File: src/source/exec_isa_pkg.sv
package exec_isa_pkg;

    localparam int INST_W     = 32;
    localparam int REG_ADDR_W = 5;

    // instruction field positions
    localparam int RS_LSB = 21;
    localparam int RT_LSB = 16;
    localparam int RD_LSB = 11;
    localparam int SA_LSB = 6;
    localparam int IMM_W  = 16;

    typedef enum logic [5:0] {
        OP_NOP = 6'd0,
        OP_ADD, OP_ADDU, OP_SUB, OP_SUBU,
        OP_AND, OP_OR, OP_XOR, OP_NOR,
        OP_SLT, OP_SLTU,
        OP_SLL, OP_SRL, OP_SRA, OP_SLLV, OP_SRLV, OP_SRAV,
        OP_ADDI, OP_ADDIU, OP_SLTI, OP_SLTIU,
        OP_ANDI, OP_ORI, OP_XORI, OP_LUI,
        OP_CLZ, OP_CLO,
        OP_LB, OP_LBU, OP_LH, OP_LHU, OP_LW,
        OP_SB, OP_SH, OP_SW
    } exec_op_e;

    typedef enum logic [4:0] {
        EXC_NONE = 5'd0,
        EXC_ADEL = 5'd4,
        EXC_ADES = 5'd5,
        EXC_OV   = 5'd12
    } exc_code_e;

    function automatic logic is_count_op(exec_op_e op);
        return op inside {OP_CLZ, OP_CLO};
    endfunction

    function automatic logic is_load_op(exec_op_e op);
        return op inside {OP_LB, OP_LBU, OP_LH, OP_LHU, OP_LW};
    endfunction

    function automatic logic is_store_op(exec_op_e op);
        return op inside {OP_SB, OP_SH, OP_SW};
    endfunction

endpackage

File: src/source/exec_mem_pkg.sv
package exec_mem_pkg;

    typedef enum logic [1:0] {
        SIZE_BYTE = 2'd0,
        SIZE_HALF = 2'd1,
        SIZE_WORD = 2'd2
    } mem_size_e;

    // one strobe bit per byte lane
    localparam int STRB_W = 4;

    // kseg0 and kseg1 share the top two address bits
    localparam logic [1:0] UNMAPPED_SEG_HI = 2'b10;

    // unmapped translation drops the segment bits
    localparam int XLATE_CLEAR_W = 3;

endpackage

File: src/source/alu_result_unit.sv
`timescale 1ns/100ps

module alu_result_unit import exec_isa_pkg::*; #(
    parameter int DATA_W = 32,
    parameter int CNT_W  = 6
) (
    input  logic                  clk,
    input  logic                  resetn,
    input  exec_op_e              op_i,
    input  logic [INST_W-1:0]     inst_i,
    input  logic [DATA_W-1:0]     rs_data_i,
    input  logic [DATA_W-1:0]     rt_data_i,
    input  logic [CNT_W-1:0]      count_i,
    input  logic                  advance_i,
    input  logic                  exc_i,
    output logic                  overflow_o,
    output logic [DATA_W-1:0]     eaddr_o,
    output logic                  valid_o,
    output logic [DATA_W-1:0]     result_o,
    output logic [REG_ADDR_W-1:0] waddr_o
);

    localparam int SH_W = $clog2(DATA_W);

    logic [IMM_W-1:0]      imm;
    logic [DATA_W-1:0]     imm_ext;
    logic [DATA_W-1:0]     op_b;
    logic [DATA_W-1:0]     sum;
    logic [DATA_W-1:0]     diff;
    logic [DATA_W-1:0]     alu_res;
    logic [SH_W-1:0]       shamt;
    logic                  imm_zx;
    logic                  use_imm;
    logic                  ovf_add;
    logic                  ovf_sub;
    logic [REG_ADDR_W-1:0] waddr;

    assign imm     = inst_i[IMM_W-1:0];
    assign imm_zx  = op_i inside {OP_ANDI, OP_ORI, OP_XORI};
    assign imm_ext = imm_zx ? {{(DATA_W-IMM_W){1'b0}}, imm}
                            : {{(DATA_W-IMM_W){imm[IMM_W-1]}}, imm};
    assign use_imm = (op_i inside {OP_ADDI, OP_ADDIU, OP_SLTI, OP_SLTIU,
                                   OP_ANDI, OP_ORI, OP_XORI})
                  || is_load_op(op_i) || is_store_op(op_i);
    assign op_b    = use_imm ? imm_ext : rt_data_i;

    // fixed shifts take sa, variable shifts take rs
    assign shamt = (op_i inside {OP_SLL, OP_SRL, OP_SRA}) ?
                   SH_W'(inst_i[SA_LSB +: REG_ADDR_W]) : rs_data_i[SH_W-1:0];

    assign sum  = rs_data_i + op_b;
    assign diff = rs_data_i - op_b;

    assign ovf_add = (rs_data_i[DATA_W-1] == op_b[DATA_W-1])
                  && (sum[DATA_W-1] != rs_data_i[DATA_W-1]);
    assign ovf_sub = (rs_data_i[DATA_W-1] != op_b[DATA_W-1])
                  && (diff[DATA_W-1] != rs_data_i[DATA_W-1]);

    assign overflow_o = ((op_i == OP_ADD || op_i == OP_ADDI) && ovf_add)
                     || (op_i == OP_SUB && ovf_sub);

    // loads and stores use the imm adder path
    assign eaddr_o = sum;

    always_comb begin
        case (op_i)
            OP_ADD, OP_ADDU, OP_ADDI, OP_ADDIU: alu_res = sum;
            OP_SUB, OP_SUBU:                    alu_res = diff;
            OP_AND, OP_ANDI:                    alu_res = rs_data_i & op_b;
            OP_OR, OP_ORI:                      alu_res = rs_data_i | op_b;
            OP_XOR, OP_XORI:                    alu_res = rs_data_i ^ op_b;
            OP_NOR:                             alu_res = ~(rs_data_i | op_b);
            OP_SLT, OP_SLTI:  alu_res = DATA_W'($signed(rs_data_i) < $signed(op_b));
            OP_SLTU, OP_SLTIU:                  alu_res = DATA_W'(rs_data_i < op_b);
            OP_SLL, OP_SLLV:                    alu_res = rt_data_i << shamt;
            OP_SRL, OP_SRLV:                    alu_res = rt_data_i >> shamt;
            OP_SRA, OP_SRAV:                    alu_res = $signed(rt_data_i) >>> shamt;
            OP_LUI:                             alu_res = {imm, {(DATA_W-IMM_W){1'b0}}};
            OP_CLZ, OP_CLO:                     alu_res = DATA_W'(count_i);
            default:                            alu_res = sum;
        endcase
    end

    always_comb begin
        if (use_imm && !is_store_op(op_i) || op_i == OP_LUI) begin
            waddr = inst_i[RT_LSB +: REG_ADDR_W];
        end else if (is_store_op(op_i) || op_i == OP_NOP) begin
            waddr = '0;
        end else begin
            waddr = inst_i[RD_LSB +: REG_ADDR_W];
        end
    end

    always_ff @(posedge clk) begin
        if (!resetn) begin
            valid_o <= 1'b0;
        end else begin
            valid_o <= advance_i && !exc_i;
        end
    end

    always_ff @(posedge clk) begin
        if (advance_i) begin
            result_o <= alu_res;
            waddr_o  <= waddr;
        end
    end

endmodule

File: src/source/bit_count_timer.sv
`timescale 1ns/100ps

module bit_count_timer #(
    parameter int DATA_W = 32,
    parameter int CNT_W  = 6
) (
    input  logic              clk,
    input  logic              resetn,
    input  logic              start_i,
    input  logic              count_ones_i,
    input  logic [DATA_W-1:0] operand_i,
    input  logic              hold_i,
    output logic [CNT_W-1:0]  count_o,
    output logic              done_o
);

    logic              busy;
    logic              at_end;
    logic [DATA_W-1:0] shift_q;

    // stop on first cleared bit or after a full word
    assign at_end = !shift_q[DATA_W-1] || (count_o == CNT_W'(DATA_W));
    assign done_o = busy && at_end;

    always_ff @(posedge clk) begin
        if (!resetn) begin
            busy <= 1'b0;
        end else if (start_i) begin
            busy <= 1'b1;
        end else if (done_o && !hold_i) begin
            busy <= 1'b0;
        end
    end

    always_ff @(posedge clk) begin
        if (start_i) begin
            // clz counts leading ones of the inverse
            shift_q <= count_ones_i ? operand_i : ~operand_i;
            count_o <= '0;
        end else if (busy && !at_end) begin
            shift_q <= shift_q << 1;
            count_o <= count_o + 1'b1;
        end
    end

    // finished count waits unchanged for downstream
    a_count_held: assert property (
        @(posedge clk) disable iff (!resetn)
        done_o && hold_i |=> $stable(count_o)
    );

endmodule

File: src/source/exec_ctrl_fsm.sv
`timescale 1ns/100ps

module exec_ctrl_fsm import exec_isa_pkg::*; (
    input  logic      clk,
    input  logic      resetn,
    input  logic      valid_i,
    input  exec_op_e  op_i,
    input  logic      ready_i,
    input  logic      data_addr_ok_i,
    input  logic      overflow_i,
    input  exc_code_e addr_err_i,
    input  logic      count_done_i,
    output logic      count_start_o,
    output logic      advance_o,
    output logic      done_o,
    output logic      data_req_o,
    output logic      commit_o,
    output exc_code_e commit_code_o
);

    typedef enum logic [1:0] {
        S_IDLE,
        S_COUNT,
        S_MEM,
        S_HOLD
    } state_e;

    state_e state;
    state_e state_next;
    logic   mem_op;
    logic   exc;

    assign mem_op = is_load_op(op_i) || is_store_op(op_i);
    assign exc    = overflow_i || (addr_err_i != EXC_NONE);

    always_ff @(posedge clk) begin
        if (!resetn) begin
            state <= S_IDLE;
        end else begin
            state <= state_next;
        end
    end

    always_comb begin
        state_next    = state;
        done_o        = 1'b0;
        data_req_o    = 1'b0;
        count_start_o = 1'b0;
        case (state)
            S_IDLE: begin
                if (valid_i) begin
                    if (is_count_op(op_i)) begin
                        count_start_o = 1'b1;
                        state_next    = S_COUNT;
                    end else if (mem_op && addr_err_i == EXC_NONE) begin
                        // request goes out in the first cycle
                        data_req_o = 1'b1;
                        done_o     = data_addr_ok_i;
                        if (!data_addr_ok_i) begin
                            state_next = S_MEM;
                        end else if (!ready_i) begin
                            state_next = S_HOLD;
                        end
                    end else begin
                        // alu ops and misaligned accesses finish at once
                        done_o = 1'b1;
                    end
                end
            end
            S_COUNT: begin
                done_o = count_done_i;
                if (count_done_i && ready_i) begin
                    state_next = S_IDLE;
                end
            end
            S_MEM: begin
                data_req_o = 1'b1;
                done_o     = data_addr_ok_i;
                if (data_addr_ok_i) begin
                    state_next = ready_i ? S_IDLE : S_HOLD;
                end
            end
            S_HOLD: begin
                // address taken, waiting on downstream
                done_o = 1'b1;
                if (ready_i) begin
                    state_next = S_IDLE;
                end
            end
            default: begin
                state_next = S_IDLE;
            end
        endcase
    end

    assign advance_o     = done_o && ready_i;
    assign commit_o      = advance_o && exc;
    assign commit_code_o = overflow_i ? EXC_OV : addr_err_i;

    // misaligned address must never reach the memory side
    a_no_req_on_addr_err: assert property (
        @(posedge clk) disable iff (!resetn)
        data_req_o |-> addr_err_i == EXC_NONE
    );

endmodule

File: src/source/exec_stage_top.sv
`timescale 1ns/100ps

module exec_stage_top import exec_isa_pkg::*, exec_mem_pkg::*; #(
    parameter int DATA_W = 32
) (
    input  logic                  clk,
    input  logic                  resetn,
    input  logic                  valid_i,
    input  exec_op_e              op_i,
    input  logic [INST_W-1:0]     inst_i,
    input  logic [DATA_W-1:0]     rs_data_i,
    input  logic [DATA_W-1:0]     rt_data_i,
    input  logic                  ready_i,
    input  logic                  data_addr_ok_i,
    output logic                  done_o,
    output logic                  valid_o,
    output logic [DATA_W-1:0]     result_o,
    output logic [REG_ADDR_W-1:0] waddr_o,
    output logic                  data_req_o,
    output logic                  data_wr_o,
    output mem_size_e             data_size_o,
    output logic [DATA_W-1:0]     data_addr_o,
    output logic [STRB_W-1:0]     data_wstrb_o,
    output logic [DATA_W-1:0]     data_wdata_o,
    output logic                  commit_o,
    output exc_code_e             commit_code_o,
    output logic [DATA_W-1:0]     commit_bvaddr_o
);

    localparam int CNT_W = $clog2(DATA_W + 1);

    logic              count_start;
    logic              count_done;
    logic [CNT_W-1:0]  count;
    logic              advance;
    logic              overflow;
    logic [DATA_W-1:0] eaddr;
    exc_code_e         addr_err;

    exec_ctrl_fsm exec_ctrl_fsm_i (
        .clk            (clk),
        .resetn         (resetn),
        .valid_i        (valid_i),
        .op_i           (op_i),
        .ready_i        (ready_i),
        .data_addr_ok_i (data_addr_ok_i),
        .overflow_i     (overflow),
        .addr_err_i     (addr_err),
        .count_done_i   (count_done),
        .count_start_o  (count_start),
        .advance_o      (advance),
        .done_o         (done_o),
        .data_req_o     (data_req_o),
        .commit_o       (commit_o),
        .commit_code_o  (commit_code_o)
    );

    bit_count_timer #(
        .DATA_W (DATA_W),
        .CNT_W  (CNT_W)
    ) bit_count_timer_i (
        .clk          (clk),
        .resetn       (resetn),
        .start_i      (count_start),
        .count_ones_i (op_i == OP_CLO),
        .operand_i    (rs_data_i),
        .hold_i       (!ready_i),
        .count_o      (count),
        .done_o       (count_done)
    );

    alu_result_unit #(
        .DATA_W (DATA_W),
        .CNT_W  (CNT_W)
    ) alu_result_unit_i (
        .clk        (clk),
        .resetn     (resetn),
        .op_i       (op_i),
        .inst_i     (inst_i),
        .rs_data_i  (rs_data_i),
        .rt_data_i  (rt_data_i),
        .count_i    (count),
        .advance_i  (advance),
        .exc_i      (commit_o),
        .overflow_o (overflow),
        .eaddr_o    (eaddr),
        .valid_o    (valid_o),
        .result_o   (result_o),
        .waddr_o    (waddr_o)
    );

    mem_access_unit #(
        .DATA_W (DATA_W)
    ) mem_access_unit_i (
        .op_i         (op_i),
        .eaddr_i      (eaddr),
        .rt_data_i    (rt_data_i),
        .addr_err_o   (addr_err),
        .data_addr_o  (data_addr_o),
        .data_wr_o    (data_wr_o),
        .data_size_o  (data_size_o),
        .data_wstrb_o (data_wstrb_o),
        .data_wdata_o (data_wdata_o),
        .bvaddr_o     (commit_bvaddr_o)
    );

endmodule

File: src/source/mem_access_unit.sv
`timescale 1ns/100ps

module mem_access_unit import exec_isa_pkg::*, exec_mem_pkg::*; #(
    parameter int DATA_W = 32
) (
    input  exec_op_e          op_i,
    input  logic [DATA_W-1:0] eaddr_i,
    input  logic [DATA_W-1:0] rt_data_i,
    output exc_code_e         addr_err_o,
    output logic [DATA_W-1:0] data_addr_o,
    output logic              data_wr_o,
    output mem_size_e         data_size_o,
    output logic [STRB_W-1:0] data_wstrb_o,
    output logic [DATA_W-1:0] data_wdata_o,
    output logic [DATA_W-1:0] bvaddr_o
);

    logic [1:0]        offset;
    logic [DATA_W-1:0] ea_aligned;
    logic              misaligned;

    assign offset     = eaddr_i[1:0];
    assign ea_aligned = {eaddr_i[DATA_W-1:2], 2'b00};

    always_comb begin
        case (op_i)
            OP_LB, OP_LBU, OP_SB: data_size_o = SIZE_BYTE;
            OP_LH, OP_LHU, OP_SH: data_size_o = SIZE_HALF;
            default:              data_size_o = SIZE_WORD;
        endcase
    end

    assign misaligned = (data_size_o == SIZE_HALF && offset[0])
                     || (data_size_o == SIZE_WORD && offset != 2'b00);

    always_comb begin
        addr_err_o = EXC_NONE;
        if (misaligned && is_load_op(op_i)) begin
            addr_err_o = EXC_ADEL;
        end else if (misaligned && is_store_op(op_i)) begin
            addr_err_o = EXC_ADES;
        end
    end

    // kseg0/kseg1 map straight to physical, everything else passes
    assign data_addr_o = (ea_aligned[DATA_W-1 -: 2] == UNMAPPED_SEG_HI) ?
                         {{XLATE_CLEAR_W{1'b0}}, ea_aligned[DATA_W-XLATE_CLEAR_W-1:0]} :
                         ea_aligned;

    assign data_wr_o = is_store_op(op_i);
    assign bvaddr_o  = eaddr_i;

    always_comb begin
        data_wstrb_o = '0;
        data_wdata_o = rt_data_i;
        if (is_store_op(op_i)) begin
            case (data_size_o)
                SIZE_BYTE: begin
                    data_wstrb_o = STRB_W'(1) << offset;
                    data_wdata_o = {(DATA_W/8){rt_data_i[7:0]}};
                end
                SIZE_HALF: begin
                    data_wstrb_o = STRB_W'(3) << offset;
                    data_wdata_o = {(DATA_W/16){rt_data_i[15:0]}};
                end
                default: begin
                    data_wstrb_o = '1;
                end
            endcase
        end
        // aligned stores write one lane per byte of the access
        assert (!(is_store_op(op_i) && addr_err_o == EXC_NONE)
                || $countones(data_wstrb_o) == (1 << data_size_o));
    end

endmodule

File: config.mk
export PLATFORM = sky130hd
export DESIGN_NAME = exec_stage_top
export DESIGN_NICKNAME = d
export VERILOG_FILES = /design/src/source/exec_isa_pkg.sv /design/src/source/exec_mem_pkg.sv /design/src/source/alu_result_unit.sv /design/src/source/bit_count_timer.sv /design/src/source/exec_ctrl_fsm.sv /design/src/source/exec_stage_top.sv /design/src/source/mem_access_unit.sv
export SDC_FILE = /design/constraint.sdc
export NUM_CORES = 1
export LEC_CHECK = 0
export ABC_CLOCK_PERIOD_IN_PS = 9100
export BUFFER_PORTS_ARGS = -buffer_cell sky130_fd_sc_hd__buf_2
export CAP_MARGIN = 20
export CORE_ASPECT_RATIO = 0.75
export CORE_MARGIN = 2
export CORE_UTILIZATION = 40
export DETAILED_ROUTE_END_ITERATION = 12
export PLACE_DENSITY = 0.64
export SLEW_MARGIN = 20
export SYNTH_ARGS = -nofsm -noshare
export SYNTH_HDL_FRONTEND = slang
export SYNTH_SLANG_ARGS = --single-unit
File: constraint.sdc
create_clock -name clk -period 9.1 [get_ports clk]
set_input_delay 1.365 -clock clk [delete_from_list [all_inputs] [get_ports clk]]
set_output_delay 1.365 -clock clk [all_outputs]
set_load 0.02 [all_outputs]
; ---- Word level (Yosys, flattened, before mapping)
; Cells that the tools add are included.
[totals]
ff_bits = 79
latch_bits = 0
ramBits = 0
rom_bits = 0
input_bits = 107
memories = 0
[classes]
add_sub_neg = 3
mul = 0
div = 0
magnitude_cmp = 2
n_eq_ne = 50
shift = 5
n_mux = 41
bitwise = 5
n_reduce_logical = 57
[op_table]
columns = cell, count
row1 = 32-bit one-hot mux with 12 select lines, 1
row2 = 32-bit two-way mux, 7
row3 = 6-bit by 5-bit == test with 1-bit output (second input constant), 16
row4 = 32-bit less-than comparator, 2
row5 = 32-bit NOT, 2
row6 = 32-bit one-hot mux with 2 select lines, 1
row7 = 6-bit by 4-bit == test with 1-bit output (second input constant), 8
row8 = 32-bit adder, 1
row9 = 32-bit bitwise AND, 1
row10 = 32-bit OR, 1
row11 = 32-bit by 5-bit left shift with 32-bit output, 1
row12 = 32-bit by 5-bit >> shifter with 32-bit output, 1
row13 = 32-bit by 5-bit >>> shifter with 32-bit output, 1
row14 = 32-bit subtractor, 1
row15 = 32-bit bitwise XOR, 1
row16 = 5-bit two-way mux, 5
row17 = 6-bit by 3-bit == test with 1-bit output (second input constant), 4
row18 = 6-bit == test (second input constant), 4
row19 = 2-bit OR reduction, 10
row20 = 2-bit two-way mux, 9
row21 = 1-bit logical AND, 16
row22 = 1-bit two-way mux, 11
row23 = 1-bit logical OR, 10
row24 = 5-bit nonzero test, 2
row25 = other kinds (29), 47

; ---- Logic depth before layout (Yosys ltp)
; Gate-level depths: netlist of run 1.
[depth]
ltp_word = 22
mapped_depth = 22
mapped_depth_nobuf = 18

; ---- Cells and area by module
; A second synthesis of run 1 with hierarchy kept.
[unflattened]
cells_unflattened = 1967
hier_area_um2 = 15030.7
[by_module_without_submodules]
columns = mod, n_inst, cells_per_inst, area_each_um2, seq_area_each_um2
row1 = alu_result_unit, 1, 1616, 11489.8, 1131.1
row2 = bit_count_timer, 1, 148, 2038.2, 1101.1
row3 = mem_access_unit, 1, 158, 1163.6, 0.0
row4 = exec_ctrl_fsm, 1, 42, 311.5, 40.0
row5 = exec_stage_top, 1, 3, 27.5, 0.0

; ---- Worst setup path before layout of run 1
; No wires, ideal clock.
[synth_timing]
path_kind = input to output
start = in op_i[0]
end = out data_addr_o[20]
t_arrival_ps = 5885
required_ps = 7735
slack_ps = 1850
stages = 21
path_buffers = 6
cell_sequence = buf_6 a21o_1 or3_1 buf_2 and3_1 buf_6 clkbuf_1 mux2_2 inv_1 ha_1 clkbuf_1 o21a_1 o21ai_0 or3_1 o21ai_0 a21o_1 a21oi_1 o21ai_0 a31oi_1 xnor2_1 buf_4
[synth_via]
elab_chain_cells = 7
word_cells_on_any_way = 25
classes_between = 1 x add/sub / 15 x eq/ne / 3 x mux / 6 x reduce/logical
[synth_lines]
columns = element, line
row1 = "start, declared", exec_stage_top.sv:9  ; input exec_op_e op_i,
row2 = 6-bit by 5-bit == test with 1-bit output (on tied branches), "alu_result_unit.sv:42, alu_result_unit.sv:39, exec_isa_pkg.sv:38"
row3 = 7-bit nonzero test or 5-bit nonzero test (tied branches), "alu_result_unit.sv:42, exec_isa_pkg.sv:38"
row4 = 1-bit logical OR (2 in a row), alu_result_unit.sv:44  ; || is_load_op(op_i) || is_store_op(op_i);
row5 = 32-bit two-way mux (*), alu_result_unit.sv:45  ; assign op_b = use_imm ? imm_ext : rt_data_i;
row6 = 32-bit adder (*), alu_result_unit.sv:51  ; assign sum = rs_data_i + op_b;
row7 = via commit_bvaddr_o[20], exec_stage_top.sv:27  ; output logic [DATA_W-1:0] commit_bvaddr_o
row8 = 32-bit two-way mux (*), mem_access_unit.sv:46  ; assign data_addr_o = (ea_aligned[DATA_W-1 -: 2] == UNMAPPED_SEG_HI) ?
row9 = "end, declared", exec_stage_top.sv:22  ; output logic [DATA_W-1:0] data_addr_o,
; Mark *: on every way through the listed nets, which the timed path passes. The rest lies on a longest branch.

; ---- Final worst setup path of run 1
[layout_timing]
start = in op_i[5]
end = out data_addr_o[29]
[layout_via]
elab_chain_cells = 8
word_cells_on_any_way = 26
classes_between = 1 x add/sub / 16 x eq/ne / 3 x mux / 6 x reduce/logical
[layout_lines]
columns = element, line
row1 = 6-bit by 5-bit == test with 1-bit output (on tied branches), "alu_result_unit.sv:42, alu_result_unit.sv:39, exec_isa_pkg.sv:38"
row2 = 7-bit nonzero test or 5-bit nonzero test (tied branches), "alu_result_unit.sv:42, exec_isa_pkg.sv:38"
row3 = 1-bit logical OR (2 in a row), alu_result_unit.sv:44
row4 = 32-bit two-way mux (*), alu_result_unit.sv:45
row5 = 32-bit adder (*), alu_result_unit.sv:51
row6 = 2-bit == test, mem_access_unit.sv:46
row7 = 32-bit two-way mux (*), mem_access_unit.sv:46
; Every way passes the cells marked *; elsewhere a longest branch is shown, timed or not.

==> results_dict.tcl, run 1 <==
set metrics [dict create \
    status "finished clean" \
    synth_cell_type_count 90 \
    port_buffers 240 \
    drt_iter0_drc 2083 \
    die_width_um 219 \
    ctsResizeCount 0 \
    fin_crit_sh_pct 92.6 \
    setup_tns_ps 0 \
    async_flop_share_pct 0 \
    dr.pass1.iters 6 \
    clock.fmax_mhz 119 \
    finalHoldViolCount 0 \
    pwr_density_cell_mw_per_mm2 143 \
    grt_overflow_total 0 \
    clock_power_share_pct 18.5 \
    yosys_warnings 0 \
    fp.dieArea_mm2 0.0362 \
    power_frac_seq_pct 21.4 \
    hp-start "bit_count_timer_i.shift_q[9]" \
    syn_avg_cell_area_um2 7.48 \
    finalSetupViolCount 0 \
    postPlaceCellArea_mm2 0.0152 \
    fin_nets 2187 \
    startpoint "op_i[5]" \
    ios 256 \
    grt_setup_unrepaired "false" \
    maxCapViolations 0 \
    period_minus_slack_ps 8430 \
    ys_seq_area_share_pct 16.4 \
    htreeDepth 3 \
    switchingPower_uw 1100 \
    antenna_left 0 \
    diodes 0 \
    fillCellCount 3522 \
    grt_max_degree 53 \
    routabilityCongestion 1.08 \
    numCtsBuffers 9 \
    hp-class "reg2reg" \
    design_area_mm2 0.0155 \
    fin_skew_ps 7.99 \
    cts.hold.buffers_added 0 \
    syn-cell-area_mm2 0.0139 \
    tightestPinTransition_ps 1080 \
    placed_cells 2427 \
    synthCells 1857 \
    drt-total-wl_mm 66.9 \
    clock_latency_ps 380 \
    grt_pass1_wl_mm 95.3 \
    power_frac_comb_pct 60.1 \
    cp-end-kind "output port" \
    p_int_uw 1110 \
    antenna_found_initial 5 \
    worstPathArrival_ps 7060 \
    ir_drop_v 0.000149 \
    worst_slack_ps 670 \
    drv_slew 0 \
    wl_per_cell_um 27.4 \
    stdcell_count 2443 \
    dp_slack_ps 841 \
    relSlewSlack_pct 27.3 \
    clock_path_buffers 2 \
    critPathMaxFanout 14 \
    drive_gt1_share_pct 18.7 \
    area_growth_pct 11.7 \
    swShare_pct 49.7 \
    synth_edf_count 69 \
    clock_sinks 79 \
    crit_type "in2out" \
    critPathLaunchType "primary input" \
    p_leak_uw 0.00686 \
    root_buffer "clkbuf_16" \
    drc 0 \
    die_y_um 165 \
    r2r_start "bit_count_timer_i.count_o[0]" \
    required_ps 7740 \
    synth_ff_type "edfxtp_1" \
    dp_hpwl_mm 52.4 \
    grt_pass1_vias 14162 \
    rows 59 \
    grt_use_total_pct 35.9 \
    via_count 15739 \
    start_util_pct 40.3 \
    clk_pin_slew_worst_paths_ps 60 \
    p_total_uw 2210 \
    multi_input_area_mm2 0.0104 \
    final-seq-area_mm2 0.00227 \
    viasPerCell 6.44 \
    core_mm2 0.0345 \
    cts_tree "done" \
    post-cts-setup-buffers 0 \
    ys_seq_elements 79 \
]
flip-flops by register name, indices dropped and copies added, names as in the netlist:
register / cells
alu_result_unit_i.result_o: 32
alu_result_unit_i.valid_o: 1
alu_result_unit_i.waddr_o: 5
bit_count_timer_i.busy: 1
bit_count_timer_i.count_o: 6
bit_count_timer_i.shift_q: 32
exec_ctrl_fsm_i.state: 2
layout make-up:
cell class | instances | area share [%]
flip-flops and latches | 79 | 14.7
inverters | 111 | 2.69
well taps | 457 | 3.69
multi-input cells | 1496 | 67.1
repair buffers | 284 | 9.87
clock buffers | 10 | 1.48
clock inverters | 6 | 0.549
layer usage:
metal	global-route usage, %	vias to the layer above	share of wire [%]
li1	-	7054	-
met1	50.3	7540	43
met2	54.3	1013	42
met3	8.79	128	11
met4	11.1	4	3.0
met5	0	-	0.048
worst paths after layout:
path / end / slack [ps] / depth (start not counted)
worst max-delay path: data_addr_o[29] / 670 / 19
worst min-delay path: bit_count_timer_i.shift_q[10] / 520 / 2
worst max register to register: bit_count_timer_i.shift_q[21] / 6420 / 6
worst min register to register: bit_count_timer_i.shift_q[10] / 520 / 2
power by group through the flow:
| stage | combinational [uW] | clock [uW] | sequential (uW) |
|---|---|---|---|
| after floorplan | 868 | 0 | 498 |
| after global placement | 1280 | 0 | 479 |
| after detailed placement | 1290 | 0 | 480 |
| after CTS | 1300 | 417 | 472 |
| after global routing | 1410 | 430 | 476 |
| final | 1330 | 408 | 473 |
through the flow:
step	hold WS, ps	util (%)
floorplan	493	-
global route	540	45.0
CTS	531	45.0
detailed placement	511	44.1
finish	523	45.0
global placement	499	44.1
cell usage in the layout (no fill, tap or decap), types with 16 or more instances in the layout:
cell	instances
and3_1	18
a222oi_1	22
edfxtp_1	69
mux2i_1	132
a31oi_1	16
o21ai_0	116
ha_1	97
a211oi_1	23
a21o_1	50
nor2_1	181
nand2_1	200
nor3_1	26
xnor2_1	68
o22ai_1	28
mux2_2	33
a21oi_1	117
buf_2	240
o21bai_1	18
o211ai_1	28
nand3_1	29
a22oi_1	16
inv_1	110
a221oi_1	25
nand2b_1	16
buf_4	44
worst max-delay path, cell delays in order:
cell	delay, ps
buf_2	250
nand2b_1	330
or3_1	230
and3_1	630
mux2_2	450
ha_1	250
fa_1	440
a21o_1	180
a21oi_1	270
o211a_1	260
nor2_1	60
or4_1	670
a21oi_1	470
nor2_1	70
o21ai_0	280
a21oi_1	140
xnor2_1	400
a21oi_1	130
buf_2	180
cell usage after synthesis (all sizes together) (13+ instances only):
cell	count	area [um^2]
a211oi	25	193
a21o	50	375
a21oi	119	603
a221oi	28	275
a222oi	22	220
a22oi	16	120
a31oi	17	121
and3	18	113
buf	87	557
clkbuf	87	327
edfxtp	69	2070
ha	97	1210
inv	111	417
mux2	34	387
mux2i	137	1380
nand2	200	751
nand2b	16	100
nand3	30	150
nor2	184	693
nor2b	13	81.3
nor3	27	135
o2111ai	13	114
o211ai	28	210
o21ai	119	599
o21bai	18	135
o221ai	13	114
o22ai	28	175
or3	14	87.6
xnor2	68	596
logic make-up after synthesis:
group	share of synthesized area (%)
compound gates	29.0
xor+xnor	4.98
fa+ha+maj	9.10
buf+inv	9.36
flops	16.4
mux	13.2
other cells	0.0270
simple gates	18.0
Power figures use the tool's default switching activity.
==> inputs of run 2 (changes only) <==
Settings changed: ABC_AREA set to 1, PLACE_DENSITY 0.64 to 0.63.
==> results_dict.tcl, run 2 <==
set metrics [dict create \
    clock_sinks 79 \
    die_y_um 167 \
    drc 0 \
    core_mm2 0.0348 \
    fp.dieArea_mm2 0.0369 \
    start_util_pct 40.7 \
    rows 59 \
    viasPerCell 5.94 \
    required_ps 7740 \
    cts.hold.buffers_added 0 \
    p_leak_uw 0.00778 \
    critPathLaunchType "primary input" \
    finalHoldViolCount 0 \
    htreeDepth 3 \
    fin_skew_ps 8.58 \
    grt_pass1_vias 15657 \
    relSlewSlack_pct 23.3 \
    antenna_left 0 \
    grt_setup_unrepaired "false" \
    wl_per_cell_um 24.3 \
    clock.fmax_mhz 122 \
    mostFrequentLayoutCell "nand2_1" \
    maxCapViolations 0 \
    antenna_found_initial 2 \
    port_buffers 240 \
    crit_type "in2out" \
    fin_crit_sh_pct 90.2 \
    dp_hpwl_mm 57.9 \
    critPathMaxFanout 30 \
    ctsResizeCount 0 \
    clock_power_share_pct 18.0 \
    grt_max_degree 72 \
    synth_ff_type "edfxtp_1" \
    final_cell_mix "529 x nand2_1, 290 x inv_1, 282 x nand3_1" \
    hp-class "reg2reg" \
    die_width_um 221 \
    swShare_pct 53.4 \
    drt-total-wl_mm 71.5 \
    dr.pass1.iters 6 \
    worstPathArrival_ps 6840 \
    yosys_warnings 0 \
    power_frac_seq_pct 20.6 \
    syn-cell-area_mm2 0.0142 \
    cts_tree "done" \
    async_flop_share_pct 0 \
    cp-end-kind "output port" \
    ys_seq_elements 79 \
    routabilityCongestion 1.02 \
    via_count 17450 \
    whs_ps 523 \
    tightestPinTransition_ps 1120 \
    root_buffer "clkbuf_16" \
    yosysMostFrequentCell "nand2_1" \
    area_growth_pct 10.5 \
    grt_pass1_wl_mm 103 \
    ys_seq_area_share_pct 16.1 \
    synth_area_leaders "edfxtp_1 15%, nand2_1 14%, nand3_1 10%" \
    fin_nets 2680 \
    post-cts-setup-buffers 0 \
    p_int_uw 1110 \
    numCtsBuffers 9 \
    status "finished clean" \
    synth_edf_count 69 \
    setup_tns_ps 0 \
    clock_path_buffers 2 \
    switchingPower_uw 1270 \
    synth_cell_type_count 63 \
    clock_latency_ps 380 \
    top_regs "alu_result_unit_i.result_o (32), bit_count_timer_i.shift_q (32), bit_count_timer_i.count_o (6)" \
    pwr_density_cell_mw_per_mm2 152 \
    grt_overflow_total 0 \
    synthTopCellsByCount "530 x nand2_1, 290 x inv_1, 283 x nand3_1" \
    power_frac_comb_pct 61.4 \
    drv_slew 0 \
    synth_top_area_share_pct 14.6 \
    grt_use_total_pct 37.4 \
    yosysTopAreaCell "edfxtp_1" \
    synthCells 2351 \
    syn_avg_cell_area_um2 6.02 \
    drive_gt1_share_pct 15.9 \
    drt_iter0_drc 2776 \
    period_minus_slack_ps 8210 \
    clk_pin_slew_worst_paths_ps 70 \
    ir_drop_v 0.000122 \
    ios 256 \
    finalSetupViolCount 0 \
]
[run 2: cell count changes in the layout (fill, tap and decap cells not counted), moves of 22 or more]
| cell | previous run | this run |
|---|---|---|
| a21o_1 | 50 | 1 |
| a222oi_1 | 22 | 0 |
| buf_4 | 44 | 20 |
| inv_1 | 110 | 290 |
| mux2_2 | 33 | 0 |
| mux2i_1 | 132 | 0 |
| nand2_1 | 200 | 529 |
| nand2_2 | 0 | 42 |
| nand3_1 | 29 | 282 |
| o21ai_0 | 116 | 196 |
| o21ai_1 | 2 | 33 |
| xnor2_1 | 68 | 1 |
| xor2_1 | 11 | 64 |
[run 2: power groups by stage]
stage | clock network [uW] | logic [uW] | registers (uW)
detailed placement | 0 | 1410 | 494
CTS | 434 | 1420 | 488
global placement | 0 | 1410 | 493
floorplan | 0 | 931 | 537
finish | 428 | 1460 | 488
global route | 447 | 1550 | 493
[run 2: area by class of cell]
class	count	area, um^2
Antenna cell	1	2.50
Clock buffer	13	314
Clock inverter	3	23.8
Fill cell	3829	19100
Inverter	311	1170
Multi-Input combinational cell	1813	9930
Sequential cell	79	2270
Tap cell	457	572
Timing Repair Buffer	260	1350
[run 2: critical path: stages]
cell     delay [ps]
buf_2           130
nand2_1         180
inv_2            80
nand3_1          90
nand2_1         120
nor2_2          190
nand3_2         390
inv_1           820
o21ai_0         350
ha_1            330
fa_1            440
a31oi_1         390
o21ai_0         180
a21oi_1         320
o21ai_0         320
a21oi_1         340
o21ai_0         150
xor2_1          390
buf_2           250
[run 2: kinds of logic after synthesis]
kind of cell	share of synthesized area, %
and+or+nand+nor	35.5
AOI/OAI and AO/OA	21.2
buffers and inverters	14.2
adders and majority gates	8.86
DFF	16.1
xor gates and xnor gates	4.02
other	0.0265
muxes	0.159
[run 2: stage by stage]
step	worst slack [ps]	utilization, %	power [uW]	cells	area (um^2)
after global placement	1160	44.0	1900	2920	15300
after global routing	520	45.0	2490	2936	15600
after floorplan	1570	-	1470	2354	14200
after CTS	1090	44.9	2340	2936	15600
final	893	45.0	2370	2937	15600
after detailed placement	1110	44.0	1900	2920	15300
[run 2: worst paths after layout]
kind | end | cells past startpoint | startpoint | slack (ps)
worst max-delay path | commit_bvaddr_o[22] | 19 | op_i[1] | 890
worst min-delay path | bit_count_timer_i.shift_q[28] | 2 | bit_count_timer_i.shift_q[27] | 520
worst min register to register | bit_count_timer_i.shift_q[28] | 2 | bit_count_timer_i.shift_q[27] | 520
worst max register to register | bit_count_timer_i.shift_q[19] | 7 | exec_ctrl_fsm_i.state[1] | 6570
[run 2: routing by layer]
layer	GRT usage [%]	share of wire, %	up-vias
met5	0	0.018	-
met4	10.9	3.2	2
met3	11.7	13	109
met2	52.2	39	1144
met1	54.5	44	8119
li1	-	-	8076
==> inputs of run 3 (changes only) <==
Settings changed: ABC_CLOCK_PERIOD_IN_PS 9100 to 9770.
Clock period 9.1 ns to 9.77 ns, I/O delays scaled along.
==> results_dict.tcl, run 3 (same netlist as run 2, synthesis figures left out) <==
set metrics [dict create \
    clock_path_buffers 2 \
    maxCapViolations 0 \
    ir_drop_v 0.000133 \
    dp_hpwl_mm 58.7 \
    mostFrequentLayoutCell "nand2_1" \
    antenna_left 0 \
    setup_tns_ps 0 \
    die_y_um 167 \
    startpoint "op_i[1]" \
    status "finished clean" \
    ios 256 \
    final_cell_mix "530 x nand2_1, 290 x inv_1, 282 x nand3_1" \
    fillCellCount 3836 \
    reg2reg_depth 9 \
    tightestPinTransition_ps 1130 \
    clk_pin_slew_worst_paths_ps 70 \
    antenna_found_initial 4 \
    critPathLaunchType "primary input" \
    drive_gt1_share_pct 15.8 \
    cp-end-kind "output port" \
    whs_ps 532 \
    drv_slew 0 \
    reg2reg_to "alu_result_unit_i.result_o[29]" \
    via_count 17470 \
    required_ps 8300 \
    drt_iter0_drc 2343 \
    port_buffers 240 \
    grt_setup_unrepaired "false" \
    post-cts-setup-buffers 0 \
    start_util_pct 40.7 \
    grt_overflow_total 0 \
    drt-total-wl_mm 72.1 \
    finalHoldViolCount 0 \
    worstPathArrival_ps 7040 \
    grt_pass1_vias 15544 \
    drc 0 \
    routabilityCongestion 1.04 \
    cts.hold.buffers_added 0 \
    cp-endpoint "data_addr_o[22]" \
    regToRegSetupSlack_ps 7510 \
    dr.pass1.iters 6 \
    critPathMaxFanout 30 \
    clock.fmax_mhz 118 \
    grt_use_total_pct 37.8 \
    top_regs "alu_result_unit_i.result_o (32), bit_count_timer_i.shift_q (32), bit_count_timer_i.count_o (6)" \
    period_minus_slack_ps 8500 \
    relSlewSlack_pct 24.5 \
    fp.dieArea_mm2 0.0369 \
    area_growth_pct 10.4 \
    htreeDepth 3 \
    r2r_start "bit_count_timer_i.count_o[0]" \
    clock_latency_ps 380 \
    rows 59 \
    ctsResizeCount 0 \
    die_width_um 221 \
    grt_pass1_wl_mm 104 \
    core_mm2 0.0348 \
    wl_per_cell_um 24.6 \
    pwr_density_cell_mw_per_mm2 140 \
    fin_crit_sh_pct 87.0 \
    finalSetupViolCount 0 \
    numCtsBuffers 9 \
    viasPerCell 5.95 \
    p_leak_uw 0.00778 \
    root_buffer "clkbuf_16" \
    hp-class "reg2reg" \
    fin_skew_ps 11.7 \
    grt_max_degree 68 \
    fin_nets 2681 \
    crit_type "in2out" \
    cts_tree "done" \
    clock_sinks 79 \
]
[run 3: cell count changes in the layout (fill, tap and decap cells not counted), sizes merged]
| cell | delta |
|---|---|
| inv | +3 |
| clkbuf | -1 |
| dlymetal6s2s | +1 |
| clkinv | -2 |
[run 3: area by class of cell]
type	instances	area, um^2	share of cell area, %
Multi-Input combinational cell	1813	9930	63.5
Sequential cell	79	2270	14.5
Timing Repair Buffer	261	1380	8.80
Inverter	311	1170	7.48
Tap cell	457	572	3.66
Clock buffer	12	279	1.79
Clock inverter	4	30.0	0.192
Antenna cell	1	2.50	0.0160
[run 3: worst min-delay path by stage]
stage	depth (start not counted)	startpoint	slack, ps	endpoint
after global routing	2	bit_count_timer_i.shift_q[5]	560	bit_count_timer_i.shift_q[6]
after global placement	2	bit_count_timer_i.shift_q[24]	500	bit_count_timer_i.shift_q[25]
after CTS	2	bit_count_timer_i.busy	540	bit_count_timer_i.busy
after floorplan	2	bit_count_timer_i.count_o[1]	480	bit_count_timer_i.count_o[1]
after detailed placement	2	bit_count_timer_i.shift_q[29]	510	bit_count_timer_i.shift_q[30]
final	2	bit_count_timer_i.shift_q[5]	530	bit_count_timer_i.shift_q[6]
[run 3: where the power goes]
part | switching (uW) | internal (uW) | leakage [uW]
clock network | 169 | 206 | 0.000155
logic | 994 | 369 | 0.00691
registers | 20.3 | 433 | 0.000719
[run 3: critical path: stages]
cell and delay [ps]:
buf_2 130, nand2_1 170, inv_2 80, nand3_1 80, nand2_1 130, nor2_2 170, nand3_2 400, inv_1 830
o21ai_0 370, ha_1 350, fa_1 450, a31oi_1 360, o21ai_0 160, a21oi_1 330, o21ai_0 340, a21oi_1 460
o21ai_0 190, xor2_1 320, buf_2 230
[run 3: metrics by stage]
step	power, uW	util, %	cell area [um^2]	std cells	setup slack [ps]
6_report	2190	45.0	15600	2938	1270
5_1_grt	2310	44.9	15600	2937	917
4_1_cts	2160	44.9	15600	2936	1560
3_5_place_dp	1780	44.0	15300	2920	1580
3_3_place_gp	1780	43.9	15300	2919	1680
2_1_floorplan	1370	-	14200	2354	2040
[run 3: per-layer routing]
layer,track usage [%],wire length [um],up-vias
li1,-,-,8085
met4,10.3,2180,2
met1,55.7,32600,8116
met3,10.9,9100,113
met5,0,13,-
met2,52.9,28200,1154
